File: config.mk
export PLATFORM = sky130hd
export DESIGN_NAME = cpu_core
export DESIGN_NICKNAME = d
export VERILOG_FILES = /design/src/cpu_pkg.sv /design/src/cpu_core.sv /design/src/cpu_result.sv /design/src/cpu_execute.sv /design/src/cpu_decode.sv /design/src/cpu_fetch.sv /design/src/cpu_regfile.sv
export SDC_FILE = /design/constraint.sdc
export NUM_CORES = 2
export LEC_CHECK = 0
export ABC_AREA = 1
export BUFFER_PORTS_ARGS = -buffer_cell sky130_fd_sc_hd__buf_2
export CORE_ASPECT_RATIO = 0.5
export CORE_MARGIN = 5
export CORE_UTILIZATION = 40
export DETAILED_ROUTE_END_ITERATION = 7
export PLACE_DENSITY = 0.57
export SYNTH_ARGS = -nofsm -noshare
export SYNTH_HDL_FRONTEND = slang
export SYNTH_HIERARCHICAL = 1
export SYNTH_SLANG_ARGS = --single-unit
File: constraint.sdc
create_clock -name clk -period 5.1 [get_ports clk]
set_input_delay 0.51 -clock clk [delete_from_list [all_inputs] [get_ports clk]]
set_output_delay 0.51 -clock clk [all_outputs]
set_load 0.05 [all_outputs]
File: src/cpu_pkg.sv
`default_nettype none

package cpu_pkg;

	localparam int WORD_W  = 32;
	localparam int OPC_W   = 6;
	localparam int REG_W   = 5;
	localparam int SHAMT_W = 5;
	localparam int FUNCT_W = 6;
	localparam int IMM_W   = 16;

	typedef logic [WORD_W-1:0] word_t;
	typedef logic [REG_W-1:0]  reg_addr_t;

	// instruction field positions
	localparam int OPC_HI   = 31;
	localparam int OPC_LO   = 26;
	localparam int RS_HI    = 25;
	localparam int RS_LO    = 21;
	localparam int RT_HI    = 20;
	localparam int RT_LO    = 16;
	localparam int RD_HI    = 15;
	localparam int RD_LO    = 11;
	localparam int SHAMT_HI = 10;
	localparam int SHAMT_LO = 6;
	localparam int FUNCT_HI = 5;
	localparam int FUNCT_LO = 0;
	localparam int IMM_HI   = 15;
	localparam int IMM_LO   = 0;

	// primary opcodes
	localparam logic [OPC_W-1:0] OPC_SPECIAL = 6'h00;
	localparam logic [OPC_W-1:0] OPC_BEQ     = 6'h04;
	localparam logic [OPC_W-1:0] OPC_BNE     = 6'h05;
	localparam logic [OPC_W-1:0] OPC_ADDIU   = 6'h09;
	localparam logic [OPC_W-1:0] OPC_ORI     = 6'h0d;
	localparam logic [OPC_W-1:0] OPC_LUI     = 6'h0f;
	localparam logic [OPC_W-1:0] OPC_LW      = 6'h23;
	localparam logic [OPC_W-1:0] OPC_SW      = 6'h2b;

	// funct codes under SPECIAL
	localparam logic [FUNCT_W-1:0] FN_SLL  = 6'h00;
	localparam logic [FUNCT_W-1:0] FN_ADDU = 6'h21;
	localparam logic [FUNCT_W-1:0] FN_SUBU = 6'h23;
	localparam logic [FUNCT_W-1:0] FN_AND  = 6'h24;
	localparam logic [FUNCT_W-1:0] FN_OR   = 6'h25;
	localparam logic [FUNCT_W-1:0] FN_XOR  = 6'h26;
	localparam logic [FUNCT_W-1:0] FN_SLT  = 6'h2a;

	typedef enum logic [3:0] {
		OP_NOP, OP_ALU_R, OP_ADDIU, OP_ORI, OP_LUI, OP_LW, OP_SW, OP_BEQ, OP_BNE
	} opcode_e;

	typedef enum logic [2:0] {
		ALU_ADD, ALU_SUB, ALU_AND, ALU_OR, ALU_XOR, ALU_SLT, ALU_SLL, ALU_LUI
	} alu_op_e;

endpackage

`default_nettype wire
File: src/cpu_core.sv
`timescale 1ns/1ns
`default_nettype none

module cpu_core #(
	parameter cpu_pkg::word_t RESET_PC = '0
) (
	input  logic           clk,
	input  logic           rst,
	output logic           ibus_read_o,
	output cpu_pkg::word_t ibus_addr_o,
	input  cpu_pkg::word_t ibus_rdata_i,
	input  logic           ibus_valid_i,
	output logic           dbus_read_o,
	output logic           dbus_write_o,
	output cpu_pkg::word_t dbus_addr_o,
	output cpu_pkg::word_t dbus_wdata_o,
	input  cpu_pkg::word_t dbus_rdata_i,
	input  logic           dbus_stall_i
);

	logic               stall, branch_taken;
	cpu_pkg::word_t     branch_target;
	cpu_pkg::word_t     fd_instr, fd_pc;
	logic               fd_valid;
	cpu_pkg::reg_addr_t rf_raddr_a, rf_raddr_b, rf_waddr;
	cpu_pkg::word_t     rf_rdata_a, rf_rdata_b, rf_wdata;
	logic               rf_we;
	cpu_pkg::opcode_e   de_opcode, er_opcode;
	cpu_pkg::alu_op_e   de_alu_op;
	cpu_pkg::reg_addr_t de_rs, de_rt, de_rd, er_rd, fwd_addr;
	cpu_pkg::word_t     de_op_a, de_op_b, de_imm, de_pc;
	cpu_pkg::word_t     er_result, er_store_data, fwd_data;
	logic               de_valid, er_valid, fwd_valid;

	cpu_fetch #(
		.RESET_PC ( RESET_PC )
	) u_fetch (
		.clk, .rst,
		.stall_i         ( stall         ),
		.branch_taken_i  ( branch_taken  ),
		.branch_target_i ( branch_target ),
		.ibus_read_o, .ibus_addr_o, .ibus_rdata_i, .ibus_valid_i,
		.instr_o         ( fd_instr      ),
		.pc_o            ( fd_pc         ),
		.valid_o         ( fd_valid      )
	);

	cpu_regfile u_regfile (
		.clk, .rst,
		.raddr_a_i ( rf_raddr_a ), .raddr_b_i ( rf_raddr_b ),
		.rdata_a_o ( rf_rdata_a ), .rdata_b_o ( rf_rdata_b ),
		.we_i      ( rf_we      ), .waddr_i   ( rf_waddr   ), .wdata_i ( rf_wdata )
	);

	cpu_decode u_decode (
		.clk, .rst,
		.stall_i      ( stall      ), .flush_i      ( branch_taken ),
		.instr_i      ( fd_instr   ), .pc_i         ( fd_pc        ), .valid_i ( fd_valid ),
		.rf_raddr_a_o ( rf_raddr_a ), .rf_raddr_b_o ( rf_raddr_b   ),
		.rf_rdata_a_i ( rf_rdata_a ), .rf_rdata_b_i ( rf_rdata_b   ),
		.opcode_o     ( de_opcode  ), .alu_op_o     ( de_alu_op    ),
		.rs_o ( de_rs ), .rt_o ( de_rt ), .rd_o ( de_rd ),
		.op_a_o ( de_op_a ), .op_b_o ( de_op_b ), .imm_o ( de_imm ),
		.pc_o ( de_pc ), .valid_o ( de_valid )
	);

	cpu_execute u_execute (
		.clk, .rst,
		.stall_i  ( stall     ), .flush_i  ( branch_taken ),
		.opcode_i ( de_opcode ), .alu_op_i ( de_alu_op    ),
		.rs_i ( de_rs ), .rt_i ( de_rt ), .rd_i ( de_rd ),
		.op_a_i ( de_op_a ), .op_b_i ( de_op_b ), .imm_i ( de_imm ),
		.pc_i ( de_pc ), .valid_i ( de_valid ),
		.fwd_valid_i ( fwd_valid ), .fwd_addr_i ( fwd_addr ), .fwd_data_i ( fwd_data ),
		.branch_taken_o ( branch_taken ), .branch_target_o ( branch_target ),
		.opcode_o ( er_opcode ), .rd_o ( er_rd ), .result_o ( er_result ),
		.store_data_o ( er_store_data ), .valid_o ( er_valid )
	);

	cpu_result u_result (
		.clk, .rst,
		.opcode_i ( er_opcode ), .rd_i ( er_rd ), .result_i ( er_result ),
		.store_data_i ( er_store_data ), .valid_i ( er_valid ),
		.dbus_read_o, .dbus_write_o, .dbus_addr_o, .dbus_wdata_o,
		.dbus_rdata_i, .dbus_stall_i,
		.stall_o     ( stall     ),
		.rf_we_o     ( rf_we     ), .rf_waddr_o ( rf_waddr ), .rf_wdata_o ( rf_wdata ),
		.fwd_valid_o ( fwd_valid ), .fwd_addr_o ( fwd_addr ), .fwd_data_o ( fwd_data )
	);

endmodule

`default_nettype wire

File: src/cpu_result.sv
`timescale 1ns/1ns
`default_nettype none

module cpu_result (
	input  logic               clk,
	input  logic               rst,
	input  cpu_pkg::opcode_e   opcode_i,
	input  cpu_pkg::reg_addr_t rd_i,
	input  cpu_pkg::word_t     result_i,
	input  cpu_pkg::word_t     store_data_i,
	input  logic               valid_i,
	output logic               dbus_read_o,
	output logic               dbus_write_o,
	output cpu_pkg::word_t     dbus_addr_o,
	output cpu_pkg::word_t     dbus_wdata_o,
	input  cpu_pkg::word_t     dbus_rdata_i,
	input  logic               dbus_stall_i,
	output logic               stall_o,
	output logic               rf_we_o,
	output cpu_pkg::reg_addr_t rf_waddr_o,
	output cpu_pkg::word_t     rf_wdata_o,
	output logic               fwd_valid_o,
	output cpu_pkg::reg_addr_t fwd_addr_o,
	output cpu_pkg::word_t     fwd_data_o
);

	cpu_pkg::word_t wb_value;

	assign dbus_read_o  = valid_i && (opcode_i == cpu_pkg::OP_LW);
	assign dbus_write_o = valid_i && (opcode_i == cpu_pkg::OP_SW);
	assign dbus_addr_o  = result_i;
	assign dbus_wdata_o = store_data_i;
	assign stall_o      = dbus_stall_i;

	// load data is taken in the completing cycle
	assign wb_value = (opcode_i == cpu_pkg::OP_LW) ? dbus_rdata_i : result_i;

	assign rf_we_o    = valid_i && (rd_i != '0) && !dbus_stall_i;
	assign rf_waddr_o = rd_i;
	assign rf_wdata_o = wb_value;

	assign fwd_valid_o = valid_i && (rd_i != '0);
	assign fwd_addr_o  = rd_i;
	assign fwd_data_o  = wb_value;

	assert property (@(posedge clk) disable iff (rst)
		!(dbus_read_o && dbus_write_o));

	// stalled request has to wait with a frozen pipe behind it
	assert property (@(posedge clk) disable iff (rst)
		(dbus_read_o || dbus_write_o) && dbus_stall_i
		|=> (dbus_read_o || dbus_write_o) && $stable(dbus_addr_o));

endmodule

`default_nettype wire

File: src/cpu_execute.sv
`timescale 1ns/1ns
`default_nettype none

module cpu_execute (
	input  logic               clk,
	input  logic               rst,
	input  logic               stall_i,
	input  logic               flush_i,
	input  cpu_pkg::opcode_e   opcode_i,
	input  cpu_pkg::alu_op_e   alu_op_i,
	input  cpu_pkg::reg_addr_t rs_i,
	input  cpu_pkg::reg_addr_t rt_i,
	input  cpu_pkg::reg_addr_t rd_i,
	input  cpu_pkg::word_t     op_a_i,
	input  cpu_pkg::word_t     op_b_i,
	input  cpu_pkg::word_t     imm_i,
	input  cpu_pkg::word_t     pc_i,
	input  logic               valid_i,
	input  logic               fwd_valid_i,
	input  cpu_pkg::reg_addr_t fwd_addr_i,
	input  cpu_pkg::word_t     fwd_data_i,
	output logic               branch_taken_o,
	output cpu_pkg::word_t     branch_target_o,
	output cpu_pkg::opcode_e   opcode_o,
	output cpu_pkg::reg_addr_t rd_o,
	output cpu_pkg::word_t     result_o,
	output cpu_pkg::word_t     store_data_o,
	output logic               valid_o
);

	cpu_pkg::word_t opnd_a, opnd_b, src_b, alu_res;
	logic           is_eq;

	// bypass from the instruction one ahead in result
	assign opnd_a = (fwd_valid_i && fwd_addr_i == rs_i && rs_i != '0) ? fwd_data_i : op_a_i;
	assign opnd_b = (fwd_valid_i && fwd_addr_i == rt_i && rt_i != '0) ? fwd_data_i : op_b_i;
	assign src_b  = (opcode_i == cpu_pkg::OP_ALU_R) ? opnd_b : imm_i;

	// loads and stores take their address from the add path
	always_comb begin
		case (alu_op_i)
			cpu_pkg::ALU_ADD: alu_res = opnd_a + src_b;
			cpu_pkg::ALU_SUB: alu_res = opnd_a - src_b;
			cpu_pkg::ALU_AND: alu_res = opnd_a & src_b;
			cpu_pkg::ALU_OR:  alu_res = opnd_a | src_b;
			cpu_pkg::ALU_XOR: alu_res = opnd_a ^ src_b;
			cpu_pkg::ALU_SLT: alu_res = {31'b0, $signed(opnd_a) < $signed(src_b)};
			cpu_pkg::ALU_SLL: alu_res = opnd_b << imm_i[4:0];
			cpu_pkg::ALU_LUI: alu_res = {imm_i[15:0], 16'b0};
			default:          alu_res = '0;
		endcase
	end

	assign is_eq = (opnd_a == opnd_b);
	assign branch_taken_o = valid_i &&
		((opcode_i == cpu_pkg::OP_BEQ && is_eq) || (opcode_i == cpu_pkg::OP_BNE && !is_eq));
	assign branch_target_o = pc_i + 32'd4 + {imm_i[29:0], 2'b00};

	// a taken branch leaves a bubble behind it
	always_ff @(posedge clk) begin
		if (rst) begin
			valid_o <= 1'b0;
		end else if (!stall_i) begin
			valid_o <= valid_i && !flush_i;
		end
	end

	always_ff @(posedge clk) begin
		if (!stall_i) begin
			opcode_o     <= opcode_i;
			rd_o         <= rd_i;
			result_o     <= alu_res;
			store_data_o <= opnd_b;
		end
	end

	assert property (@(posedge clk) disable iff (rst)
		$rose(branch_taken_o) |-> valid_i &&
		(opcode_i inside {cpu_pkg::OP_BEQ, cpu_pkg::OP_BNE}));

	// decode was flushed on the redirect edge
	assert property (@(posedge clk) disable iff (rst)
		branch_taken_o && !stall_i |=> !valid_i);

endmodule

`default_nettype wire

File: src/cpu_decode.sv
`timescale 1ns/1ns
`default_nettype none

module cpu_decode (
	input  logic               clk,
	input  logic               rst,
	input  logic               stall_i,
	input  logic               flush_i,
	input  cpu_pkg::word_t     instr_i,
	input  cpu_pkg::word_t     pc_i,
	input  logic               valid_i,
	output cpu_pkg::reg_addr_t rf_raddr_a_o,
	output cpu_pkg::reg_addr_t rf_raddr_b_o,
	input  cpu_pkg::word_t     rf_rdata_a_i,
	input  cpu_pkg::word_t     rf_rdata_b_i,
	output cpu_pkg::opcode_e   opcode_o,
	output cpu_pkg::alu_op_e   alu_op_o,
	output cpu_pkg::reg_addr_t rs_o,
	output cpu_pkg::reg_addr_t rt_o,
	output cpu_pkg::reg_addr_t rd_o,
	output cpu_pkg::word_t     op_a_o,
	output cpu_pkg::word_t     op_b_o,
	output cpu_pkg::word_t     imm_o,
	output cpu_pkg::word_t     pc_o,
	output logic               valid_o
);

	logic [cpu_pkg::OPC_W-1:0]   opc;
	logic [cpu_pkg::FUNCT_W-1:0] funct;
	cpu_pkg::reg_addr_t          rs, rt, rd;
	cpu_pkg::word_t              imm_sext, imm_zext, shamt_zext;
	cpu_pkg::opcode_e            opcode_d;
	cpu_pkg::alu_op_e            alu_op_d;
	cpu_pkg::reg_addr_t          dest_d;
	cpu_pkg::word_t              imm_d;

	assign opc   = instr_i[cpu_pkg::OPC_HI:cpu_pkg::OPC_LO];
	assign funct = instr_i[cpu_pkg::FUNCT_HI:cpu_pkg::FUNCT_LO];
	assign rs    = instr_i[cpu_pkg::RS_HI:cpu_pkg::RS_LO];
	assign rt    = instr_i[cpu_pkg::RT_HI:cpu_pkg::RT_LO];
	assign rd    = instr_i[cpu_pkg::RD_HI:cpu_pkg::RD_LO];

	assign imm_sext = {{(cpu_pkg::WORD_W-cpu_pkg::IMM_W){instr_i[cpu_pkg::IMM_HI]}},
		instr_i[cpu_pkg::IMM_HI:cpu_pkg::IMM_LO]};
	assign imm_zext = {{(cpu_pkg::WORD_W-cpu_pkg::IMM_W){1'b0}},
		instr_i[cpu_pkg::IMM_HI:cpu_pkg::IMM_LO]};
	assign shamt_zext = {{(cpu_pkg::WORD_W-cpu_pkg::SHAMT_W){1'b0}},
		instr_i[cpu_pkg::SHAMT_HI:cpu_pkg::SHAMT_LO]};

	assign rf_raddr_a_o = rs;
	assign rf_raddr_b_o = rt;

	always_comb begin
		opcode_d = cpu_pkg::OP_NOP;
		alu_op_d = cpu_pkg::ALU_ADD;
		dest_d   = '0;
		imm_d    = imm_sext;
		case (opc)
			cpu_pkg::OPC_SPECIAL: begin
				opcode_d = cpu_pkg::OP_ALU_R;
				dest_d   = rd;
				imm_d    = shamt_zext;
				case (funct)
					cpu_pkg::FN_ADDU: alu_op_d = cpu_pkg::ALU_ADD;
					cpu_pkg::FN_SUBU: alu_op_d = cpu_pkg::ALU_SUB;
					cpu_pkg::FN_AND:  alu_op_d = cpu_pkg::ALU_AND;
					cpu_pkg::FN_OR:   alu_op_d = cpu_pkg::ALU_OR;
					cpu_pkg::FN_XOR:  alu_op_d = cpu_pkg::ALU_XOR;
					cpu_pkg::FN_SLT:  alu_op_d = cpu_pkg::ALU_SLT;
					cpu_pkg::FN_SLL:  alu_op_d = cpu_pkg::ALU_SLL;
					default: begin
						opcode_d = cpu_pkg::OP_NOP;
						dest_d   = '0;
					end
				endcase
			end
			cpu_pkg::OPC_ADDIU: begin
				opcode_d = cpu_pkg::OP_ADDIU;
				dest_d   = rt;
			end
			cpu_pkg::OPC_ORI: begin
				opcode_d = cpu_pkg::OP_ORI;
				alu_op_d = cpu_pkg::ALU_OR;
				dest_d   = rt;
				imm_d    = imm_zext;
			end
			cpu_pkg::OPC_LUI: begin
				opcode_d = cpu_pkg::OP_LUI;
				alu_op_d = cpu_pkg::ALU_LUI;
				dest_d   = rt;
				imm_d    = imm_zext;
			end
			cpu_pkg::OPC_LW: begin
				opcode_d = cpu_pkg::OP_LW;
				dest_d   = rt;
			end
			cpu_pkg::OPC_SW:  opcode_d = cpu_pkg::OP_SW;
			cpu_pkg::OPC_BEQ: opcode_d = cpu_pkg::OP_BEQ;
			cpu_pkg::OPC_BNE: opcode_d = cpu_pkg::OP_BNE;
			default: opcode_d = cpu_pkg::OP_NOP;
		endcase
	end

	always_ff @(posedge clk) begin
		if (rst) begin
			valid_o <= 1'b0;
		end else if (!stall_i) begin
			valid_o <= valid_i && !flush_i;
		end
	end

	always_ff @(posedge clk) begin
		if (!stall_i) begin
			opcode_o <= opcode_d;
			alu_op_o <= alu_op_d;
			rs_o     <= rs;
			rt_o     <= rt;
			rd_o     <= dest_d;
			op_a_o   <= rf_rdata_a_i;
			op_b_o   <= rf_rdata_b_i;
			imm_o    <= imm_d;
			pc_o     <= pc_i;
		end
	end

	// stores and branches must never reach result with a destination
	assert property (@(posedge clk) disable iff (rst)
		valid_o && (opcode_o inside {cpu_pkg::OP_SW, cpu_pkg::OP_BEQ, cpu_pkg::OP_BNE})
		|-> rd_o == '0);

endmodule

`default_nettype wire

File: src/cpu_fetch.sv
`timescale 1ns/1ns
`default_nettype none

module cpu_fetch #(
	parameter cpu_pkg::word_t RESET_PC = '0
) (
	input  logic           clk,
	input  logic           rst,
	input  logic           stall_i,
	input  logic           branch_taken_i,
	input  cpu_pkg::word_t branch_target_i,
	output logic           ibus_read_o,
	output cpu_pkg::word_t ibus_addr_o,
	input  cpu_pkg::word_t ibus_rdata_i,
	input  logic           ibus_valid_i,
	output cpu_pkg::word_t instr_o,
	output cpu_pkg::word_t pc_o,
	output logic           valid_o
);

	cpu_pkg::word_t pc_q;

	assign ibus_read_o = ~stall_i;
	assign ibus_addr_o = pc_q;

	always_ff @(posedge clk) begin
		if (rst) begin
			pc_q    <= RESET_PC;
			valid_o <= 1'b0;
		end else if (!stall_i) begin
			if (branch_taken_i) begin
				pc_q <= branch_target_i;
			end else if (ibus_valid_i) begin
				pc_q <= pc_q + 32'd4;
			end
			// word in flight on a redirect is dropped
			valid_o <= ibus_valid_i && !branch_taken_i;
		end
	end

	always_ff @(posedge clk) begin
		if (!stall_i && ibus_valid_i) begin
			instr_o <= ibus_rdata_i;
			pc_o    <= pc_q;
		end
	end

endmodule

`default_nettype wire

File: src/cpu_regfile.sv
`timescale 1ns/1ns
`default_nettype none

module cpu_regfile (
	input  logic              clk,
	input  logic              rst,
	input  cpu_pkg::reg_addr_t raddr_a_i,
	input  cpu_pkg::reg_addr_t raddr_b_i,
	output cpu_pkg::word_t     rdata_a_o,
	output cpu_pkg::word_t     rdata_b_o,
	input  logic              we_i,
	input  cpu_pkg::reg_addr_t waddr_i,
	input  cpu_pkg::word_t     wdata_i
);

	cpu_pkg::word_t regs [1:31];

	always_ff @(posedge clk) begin
		if (rst) begin
			for (int i = 1; i < 32; i++) begin
				regs[i] <= '0;
			end
		end else if (we_i && waddr_i != '0) begin
			regs[waddr_i] <= wdata_i;
		end
	end

	// write-through, a read of the register being written sees the new value
	assign rdata_a_o = (raddr_a_i == '0) ? '0 :
		(we_i && waddr_i == raddr_a_i) ? wdata_i : regs[raddr_a_i];
	assign rdata_b_o = (raddr_b_i == '0) ? '0 :
		(we_i && waddr_i == raddr_b_i) ? wdata_i : regs[raddr_b_i];

endmodule

`default_nettype wire

## After elaboration in Yosys (flattened, before gate mapping)

Memories as Yosys holds them, arrays and structs flattened. A register that Yosys moved wholly into a read port is not among the register bits.
Cells that the tools add are included.

- Bits in latches: 0
- Flip-flop bits (word level): 322
- Memories kept: 1
- Memory bits (read-only): 0
- Word-level logic and storage cells: 123
- Bits in writable memories: 992
- Output and inout bits: 99

- Div/mod/pow operators: 0
- Bitwise logic cells: 4
- Add/sub/neg operators: 5
- Multiply operators: 0
- Mux-type cells: 26
- Magnitude comparators: 1
- Equal/unequal tests: 30
- Reduce and logical (&&, ||, !) cells: 36
- Shift operators: 1

Memories:

| memory | depth | bits a word | read ports | clocked after memory_dff | write ports | RTL line | source |
|---|---|---|---|---|---|---|---|
| u_regfile.regs | 31 | 32 | 2 | 2 | 31 | cpu_regfile.sv:16 | `cpu_pkg::word_t regs [1:31];` |

Operator list:

| cell | count |
|---|---|
| $mux W32 | 9 |
| $pmux W32 S8 | 1 |
| $add A32 B3 Y32 const B | 2 |
| $add A32 B32 Y32 | 2 |
| $pmux W32 S2 | 1 |
| $eq A6 B6 Y1 const B | 8 |
| $and A32 B32 Y32 | 1 |
| $eq A32 B32 Y1 | 1 |
| $lt A32 B32 Y1 | 1 |
| $or A32 B32 Y32 | 1 |
| $pmux W4 S8 | 1 |
| $reduce_or A32 Y1 | 1 |
| $shl A32 B5 Y32 | 1 |
| $sub A32 B32 Y32 | 1 |
| $xor A32 B32 Y32 | 1 |
| $eq A5 B5 Y1 | 4 |
| $mux W5 | 4 |
| $eq A6 B4 Y1 const B | 3 |
| $logic_and A1 B1 Y1 | 18 |
| $pmux W3 S6 | 1 |
| $reduce_bool A5 Y1 | 3 |
| $eq A3 B3 Y1 const B | 4 |
| $eq A4 B3 Y1 const B | 3 |
| $eq A6 B3 Y1 const B | 2 |
| other kinds (18) | 29 |

## Longest topological paths before layout

- Word-level depth: 12
- Mapped depth: 32

## By module

The synthesis kept the hierarchy.

Modules (own cells, without submodules):

| module | area each (um^2) | instances | sequential area each (um^2) | cells each |
|---|---|---|---|---|
| cpu_regfile | 58021.9 | 1 | 30749.5 | 7427 |
| cpu_execute | 13805.7 | 1 | 2212.1 | 2328 |
| cpu_decode | 4807.1 | 1 | 4073.9 | 280 |
| cpu_fetch | 4389.2 | 1 | 2582.5 | 463 |
| cpu_result | 1328.8 | 1 | 0.0 | 228 |

## Worst setup path after synthesis

No wires, ideal clock.

- Path kind: register to register
- Start point: register u_execute.rd_o[3]
- End point: register u_execute.result_o[28], data pin
- Required time: 4.831 ns
- Path slack: 1.300 ns
- Arrival time: 3.531 ns
- Cell stages (with the launch flop): 27
- Buffers on the path: 1
- Path through: edfxtp_1 -> nor2_1 -> nand3_1 -> nand2_1 -> inv_1 -> inv_2 -> a21oi_1 -> nand3_1 -> nor2_4 -> buf_2 -> nand3_1 -> nand2_1 -> inv_1 -> o21ai_0 -> ha_1 -> inv_1 -> fa_1 -> o21ai_1 -> a21oi_1 -> o21ai_1 -> inv_1 -> o21ai_1 -> nand3_1 -> nand3_1 -> nand2_1 -> nand2_1 -> nand4_1

- Word-level cells in the longest chain between the ends: 8

Ends and longest elaborated chain:

| item | RTL line | source |
|---|---|---|
| from (decl) | cpu_execute.sv:25 | `output cpu_pkg::reg_addr_t rd_o,` |
| from (signal assigned) | cpu_execute.sv:71 | `rd_o <= rd_i;` |
| $reduce_bool A5 Y1 * | cpu_result.sv:42 | `assign fwd_valid_o = valid_i && (rd_i != '0);` |
| $logic_and A1 B1 Y1 * | cpu_result.sv:42 |  |
| net fwd_valid | cpu_core.sv:33 | `logic de_valid, er_valid, fwd_valid;` |
| $logic_and A1 B1 Y1 * (2 in a row) | cpu_execute.sv:36 | `assign opnd_b = (fwd_valid_i && fwd_addr_i == rt_i && rt_i != '0) ? fwd_data_i : op_b_i;` |
| $mux W32 * | cpu_execute.sv:36 |  |
| net u_execute.opnd_b[0] | cpu_execute.sv:31 | `cpu_pkg::word_t opnd_a, opnd_b, src_b, alu_res;` |
| $mux W32 | cpu_execute.sv:37 | `assign src_b = (opcode_i == cpu_pkg::OP_ALU_R) ? opnd_b : imm_i;` |
| $sub A32 B32 Y32 or $add A32 B32 Y32 (tied branches) | cpu_execute.sv:43, cpu_execute.sv:42 |  |
| $pmux W32 S8 * | cpu_execute.sv:41 | `case (alu_op_i)` |
| net u_execute.alu_res[28] | cpu_execute.sv:31 |  |
| to (signal assigned) | cpu_execute.sv:72 | `result_o <= alu_res;` |
| to (decl) | cpu_execute.sv:26 | `output cpu_pkg::word_t result_o,` |

Mark *: on every way through the listed nets, which the timed path passes. The rest lies on a longest branch.
A chain may end at the register's enable or synchronous reset.

## Final worst setup path

- Start point: register u_execute.opcode_o[3]
- End point: register u_execute.result_o[0], data pin

- Word-level cells in the longest chain between the ends: 6

Ends and longest elaborated chain:

| item | RTL line | source |
|---|---|---|
| from (decl) | cpu_execute.sv:24 | `output cpu_pkg::opcode_e opcode_o,` |
| from (signal assigned) | cpu_execute.sv:70 | `opcode_o <= opcode_i;` |
| $eq A4 B3 Y1 * | cpu_result.sv:36 | `assign wb_value = (opcode_i == cpu_pkg::OP_LW) ? dbus_rdata_i : result_i;` |
| $mux W32 * | cpu_result.sv:36 |  |
| net fwd_data[2] | cpu_core.sv:32 | `cpu_pkg::word_t er_result, er_store_data, fwd_data;` |
| $mux W32 * | cpu_execute.sv:36 |  |
| net u_execute.opnd_b[2] | cpu_execute.sv:31 |  |
| $mux W32 | cpu_execute.sv:37 |  |
| $lt A32 B32 Y1 | cpu_execute.sv:47 | `cpu_pkg::ALU_SLT: alu_res = {31'b0, $signed(opnd_a) < $signed(src_b)};` |
| $pmux W32 S8 * | cpu_execute.sv:41 |  |
| net u_execute.alu_res[0] | cpu_execute.sv:31 |  |

Marked as above.

==> impl_metrics.toml <==
[clocking]
clock_path_buffers = 4
cts_sinks = 1331
post_cts_buffers = 0
h-tree-depth = 4
clkTransAtPathRegs_ns = 0.06
cts_tree = "done"
cts_buffers = 148
cts_root_buffer = "clkbuf_16"
insertion_delay_ns = 0.82

[timing]
period_needed_ns = 4.690
rsz0062_at_grt = "no"
hold_viol = 0
relSlewSlack_pct = 7.870
fmax_ghz = 0.2132
worst_pin_slew_ns = 1.382
finalSetupViolations = 0
drv_slew = 0
post-route-period-util_pct = 91.96
tns_ns = 0
final.setup.worst_slack_ns = 0.4101
skew_ns = 0.06832

[placement]
port_buffers = 166
gp_congestion = 1.022
place_inst = 13000
post-place-ws_ns = 0.3814
place_hpwl_mm = 210.4

[global_routing]
grt_pass1_vias = 68720
grt_max_degree = 174
antenna_found_initial = 12
grt.total_usage_pct = 29.40
grt_pass1_wl_mm = 472.9
grt_remaining_overflow = 0

[drt]
drt-initial-drc-count = 10880
drc = 0
detail-route-antenna-nets = 0
routed_wl_mm = 328.5
wire_per_inst_um = 24.72
vias = 75930
routed_via_density = 5.715
firstDrtPassIters = 6

[logic_synthesis]
synth_edf_count = 1296
syn_avg_cell_area_um2 = 7.678
synth_area_leader_cell = "edfxtp_1"
yosys-top-cells-area = "edfxtp_1 47%, nand2_1 12%, nand3_1 8.9%"
synth_area_um2 = 82350
ys_warn_count = 6
syn_inst = 10730
synth.distinct_cells = 61
synth_seq_cells = 1331
seq_area_frac_synth_pct = 48.11
synthFlopType = "edfxtp_1"
yosysTopAreaCellShare_pct = 47.26
ys_async_sr_fraction_pct = 0

[floorplan]
ioPinCount = 167
start_util_pct = 40.36
dieArea_um2 = 215600
die_h_um = 330.8
die_w_um = 651.7
core-area_um2 = 204100
rows = 117

[setup_path]
rr_worst_depth = 24
cp.required_ns = 5.64
ff2ff_setup_slack_ns = 0.41
worstPathArrival_ns = 5.22
max_stage_delay_ns = 0.41
rr_startpoint = "u_execute/opcode_o[3]$_DFFE_PN_"
r2r-end = "u_execute/result_o[0]$_DFFE_PN_"
start_kind = "flop"
cpMostUsedCell = "nand2_1"
cp_max_fo = 33
crit_start = "u_execute/opcode_o[3]$_DFFE_PN_"
crit_slowest_cell = "edfxtp_1"
crit_chain = "nor2_4 > buf_4 > nand3_1 > nand2_1 > nand3_1 > nand2_1 > nand2_1 > o21ai_0 > ha_1 > inv_1 > nand2_1 > a21oi_1 > nand2_1 > nand2_1 > a21oi_1 > inv_1 > a21o_1 > nand3_1 > nand2_1 > nand2_1 > nand3_1 > nand3_1 > nand2_1 > inv_1"
critical_path_class = "reg2reg"
endpoint_kind = "flop"

[power]
leakagePower_nw = 38.56
ir_drop_v = 0.0002401
pwr_density_cell_nw_per_um2 = 327.0

[worst_hold_path]
hold_depth = 3
min_path_type = "in2reg"
hold_start = "dbus_stall_i"
min_to = "u_execute/valid_o$_SDFFE_PP0N_"

[final_layout]
final_layout_size_suffix_gt1_share_pct = 7.510
areaGrowthSynthToFinish_pct = 8.839
layout.cells.non_filler = 13290
fin_nets = 10670
n_fill_cell = 20330

[run_status]
run_status = "finished, final reports clean"

[job]
cap_violations = 0
worst max-delay path, delay by kind of cell (launching register included):
family / cells / cell delay, ns
adders and majority gates: 1 / 0.38
DFF: 1 / 0.41
and+or+nand+nor: 15 / 2.15
buffers and inverters: 4 / 0.71
AOI/OAI and AO/OA: 4 / 0.78
per-stage QoR:
step	instance area [um2]	hold WS [ns]	total power [mW]	utilization, %
2_1_floorplan	82470	0.4003	16.79	-
3_3_place_gp	84970	0.4007	19.03	41.64
3_5_place_dp	84970	0.4052	19.03	41.64
4_1_cts	89610	0.1023	29.22	43.91
5_1_grt	89620	0.1209	30.34	43.92
6_report	89630	0.1488	29.31	43.92
flip-flops by register name, summed over array words and instances (netlist names), 5 cells and up:
register and count:
u_decode/imm_o 17, u_decode/op_a_o 32, u_decode/op_b_o 32, u_decode/pc_o 32, u_decode/rd_o 5, u_decode/rs_o 5
u_decode/rt_o 5, u_execute/rd_o 5, u_execute/result_o 32, u_execute/store_data_o 32, u_fetch/ibus_addr_o 32, u_fetch/instr_o 32
u_fetch/pc_o 32, u_regfile/regs 1024
worst max path at each step:
stage	end
after floorplan	u_execute/result_o[28]$_DFFE_PN_
after global placement	u_execute/result_o[28]$_DFFE_PN_
after detailed placement	u_execute/result_o[28]$_DFFE_PN_
after CTS	u_execute/result_o[28]$_DFFE_PN_
after global routing	u_execute/result_o[0]$_DFFE_PN_
final	u_execute/result_o[0]$_DFFE_PN_
where the power goes:
part           internal (mW)  switching, mW  leakage [nW]
Sequential              12.5          0.362          13.5
Combinational           1.50           4.68          22.9
Clock                   5.66           4.58          2.10
Total                   19.7           9.62          38.6
area by class of cell:
cell class                      instances  area (um2)  area share, %
Clock inverter                         58       401.6         0.4481
Tap cell                             2737        3425          3.821
Antenna cell                            3       7.507       0.008376
Inverter                             1018        3860          4.306
Multi-Input combinational cell       7503       35000          39.05
Timing Repair Buffer                  447        3396          3.789
Sequential cell                      1331       39620          44.20
Clock buffer                          189        3921          4.375
cell families after synthesis:
family                   count (synthesis)  share of synthesized area, %
adder cells (fa/ha/maj)                157                         2.413
AO/OA/AOI/OAI                         1318                         9.069
XOR/XNOR                                57                        0.6062
AND/OR/NAND/NOR                       5939                         30.08
other                                    1                      0.004554
flip-flops                            1331                         48.11
buffers and inverters                 1923                         9.721
routing by layer:
metal  GRT usage, %  vias to the layer above  part of all wire, %
li1               -                    34600                    -
met2          44.36                     4529                   43
met4          9.841                        6                  3.6
met3          8.192                      663                   12
met5              0                        -                0.014
met1          40.75                    36140                   41
repair_timing:
| item | in CTS | in global routing |
|---|---|---|
| gates resized for setup | 0 | 3 |
| setup endpoints to repair | 0 | 3 |
| endpoints found under the hold margin | 32 | 0 |
| hold buffers | 32 | 0 |
cell usage after synthesis (all sizes together), types with 5 or more instances:
| cell type | count |
|---|---|
| a211oi | 12 |
| nor4 | 9 |
| a31oi | 8 |
| nor2 | 1600 |
| o22ai | 19 |
| o21bai | 10 |
| a21boi | 7 |
| nand3 | 1466 |
| ha | 154 |
| o211ai | 197 |
| nand4 | 47 |
| nand3b | 7 |
| nor3 | 23 |
| a21o | 12 |
| o21a | 5 |
| a221oi | 23 |
| clkbuf | 522 |
| edfxtp | 1296 |
| nand2 | 2718 |
| xnor2 | 15 |
| buf | 383 |
| xor2 | 42 |
| inv | 1004 |
| or2 | 63 |
| o21ai | 565 |
| a21oi | 438 |
| dfxtp | 35 |
| o2111ai | 12 |
| clkinv | 14 |
placed cells by master (no fill, tap or decap), types with 44 or more instances in the layout:
cell type	instances
inv_1	980
buf_2	166
clkbuf_16	151
nand3_1	1462
nand2_2	44
or2_2	62
nor2_1	1567
o211ai_1	195
a21oi_1	428
buf_4	219
o21ai_0	544
nand2_1	2668
nand4_1	46
edfxtp_1	1296
ha_1	154
No activity file was read; power rests on OpenSTA's default activity.
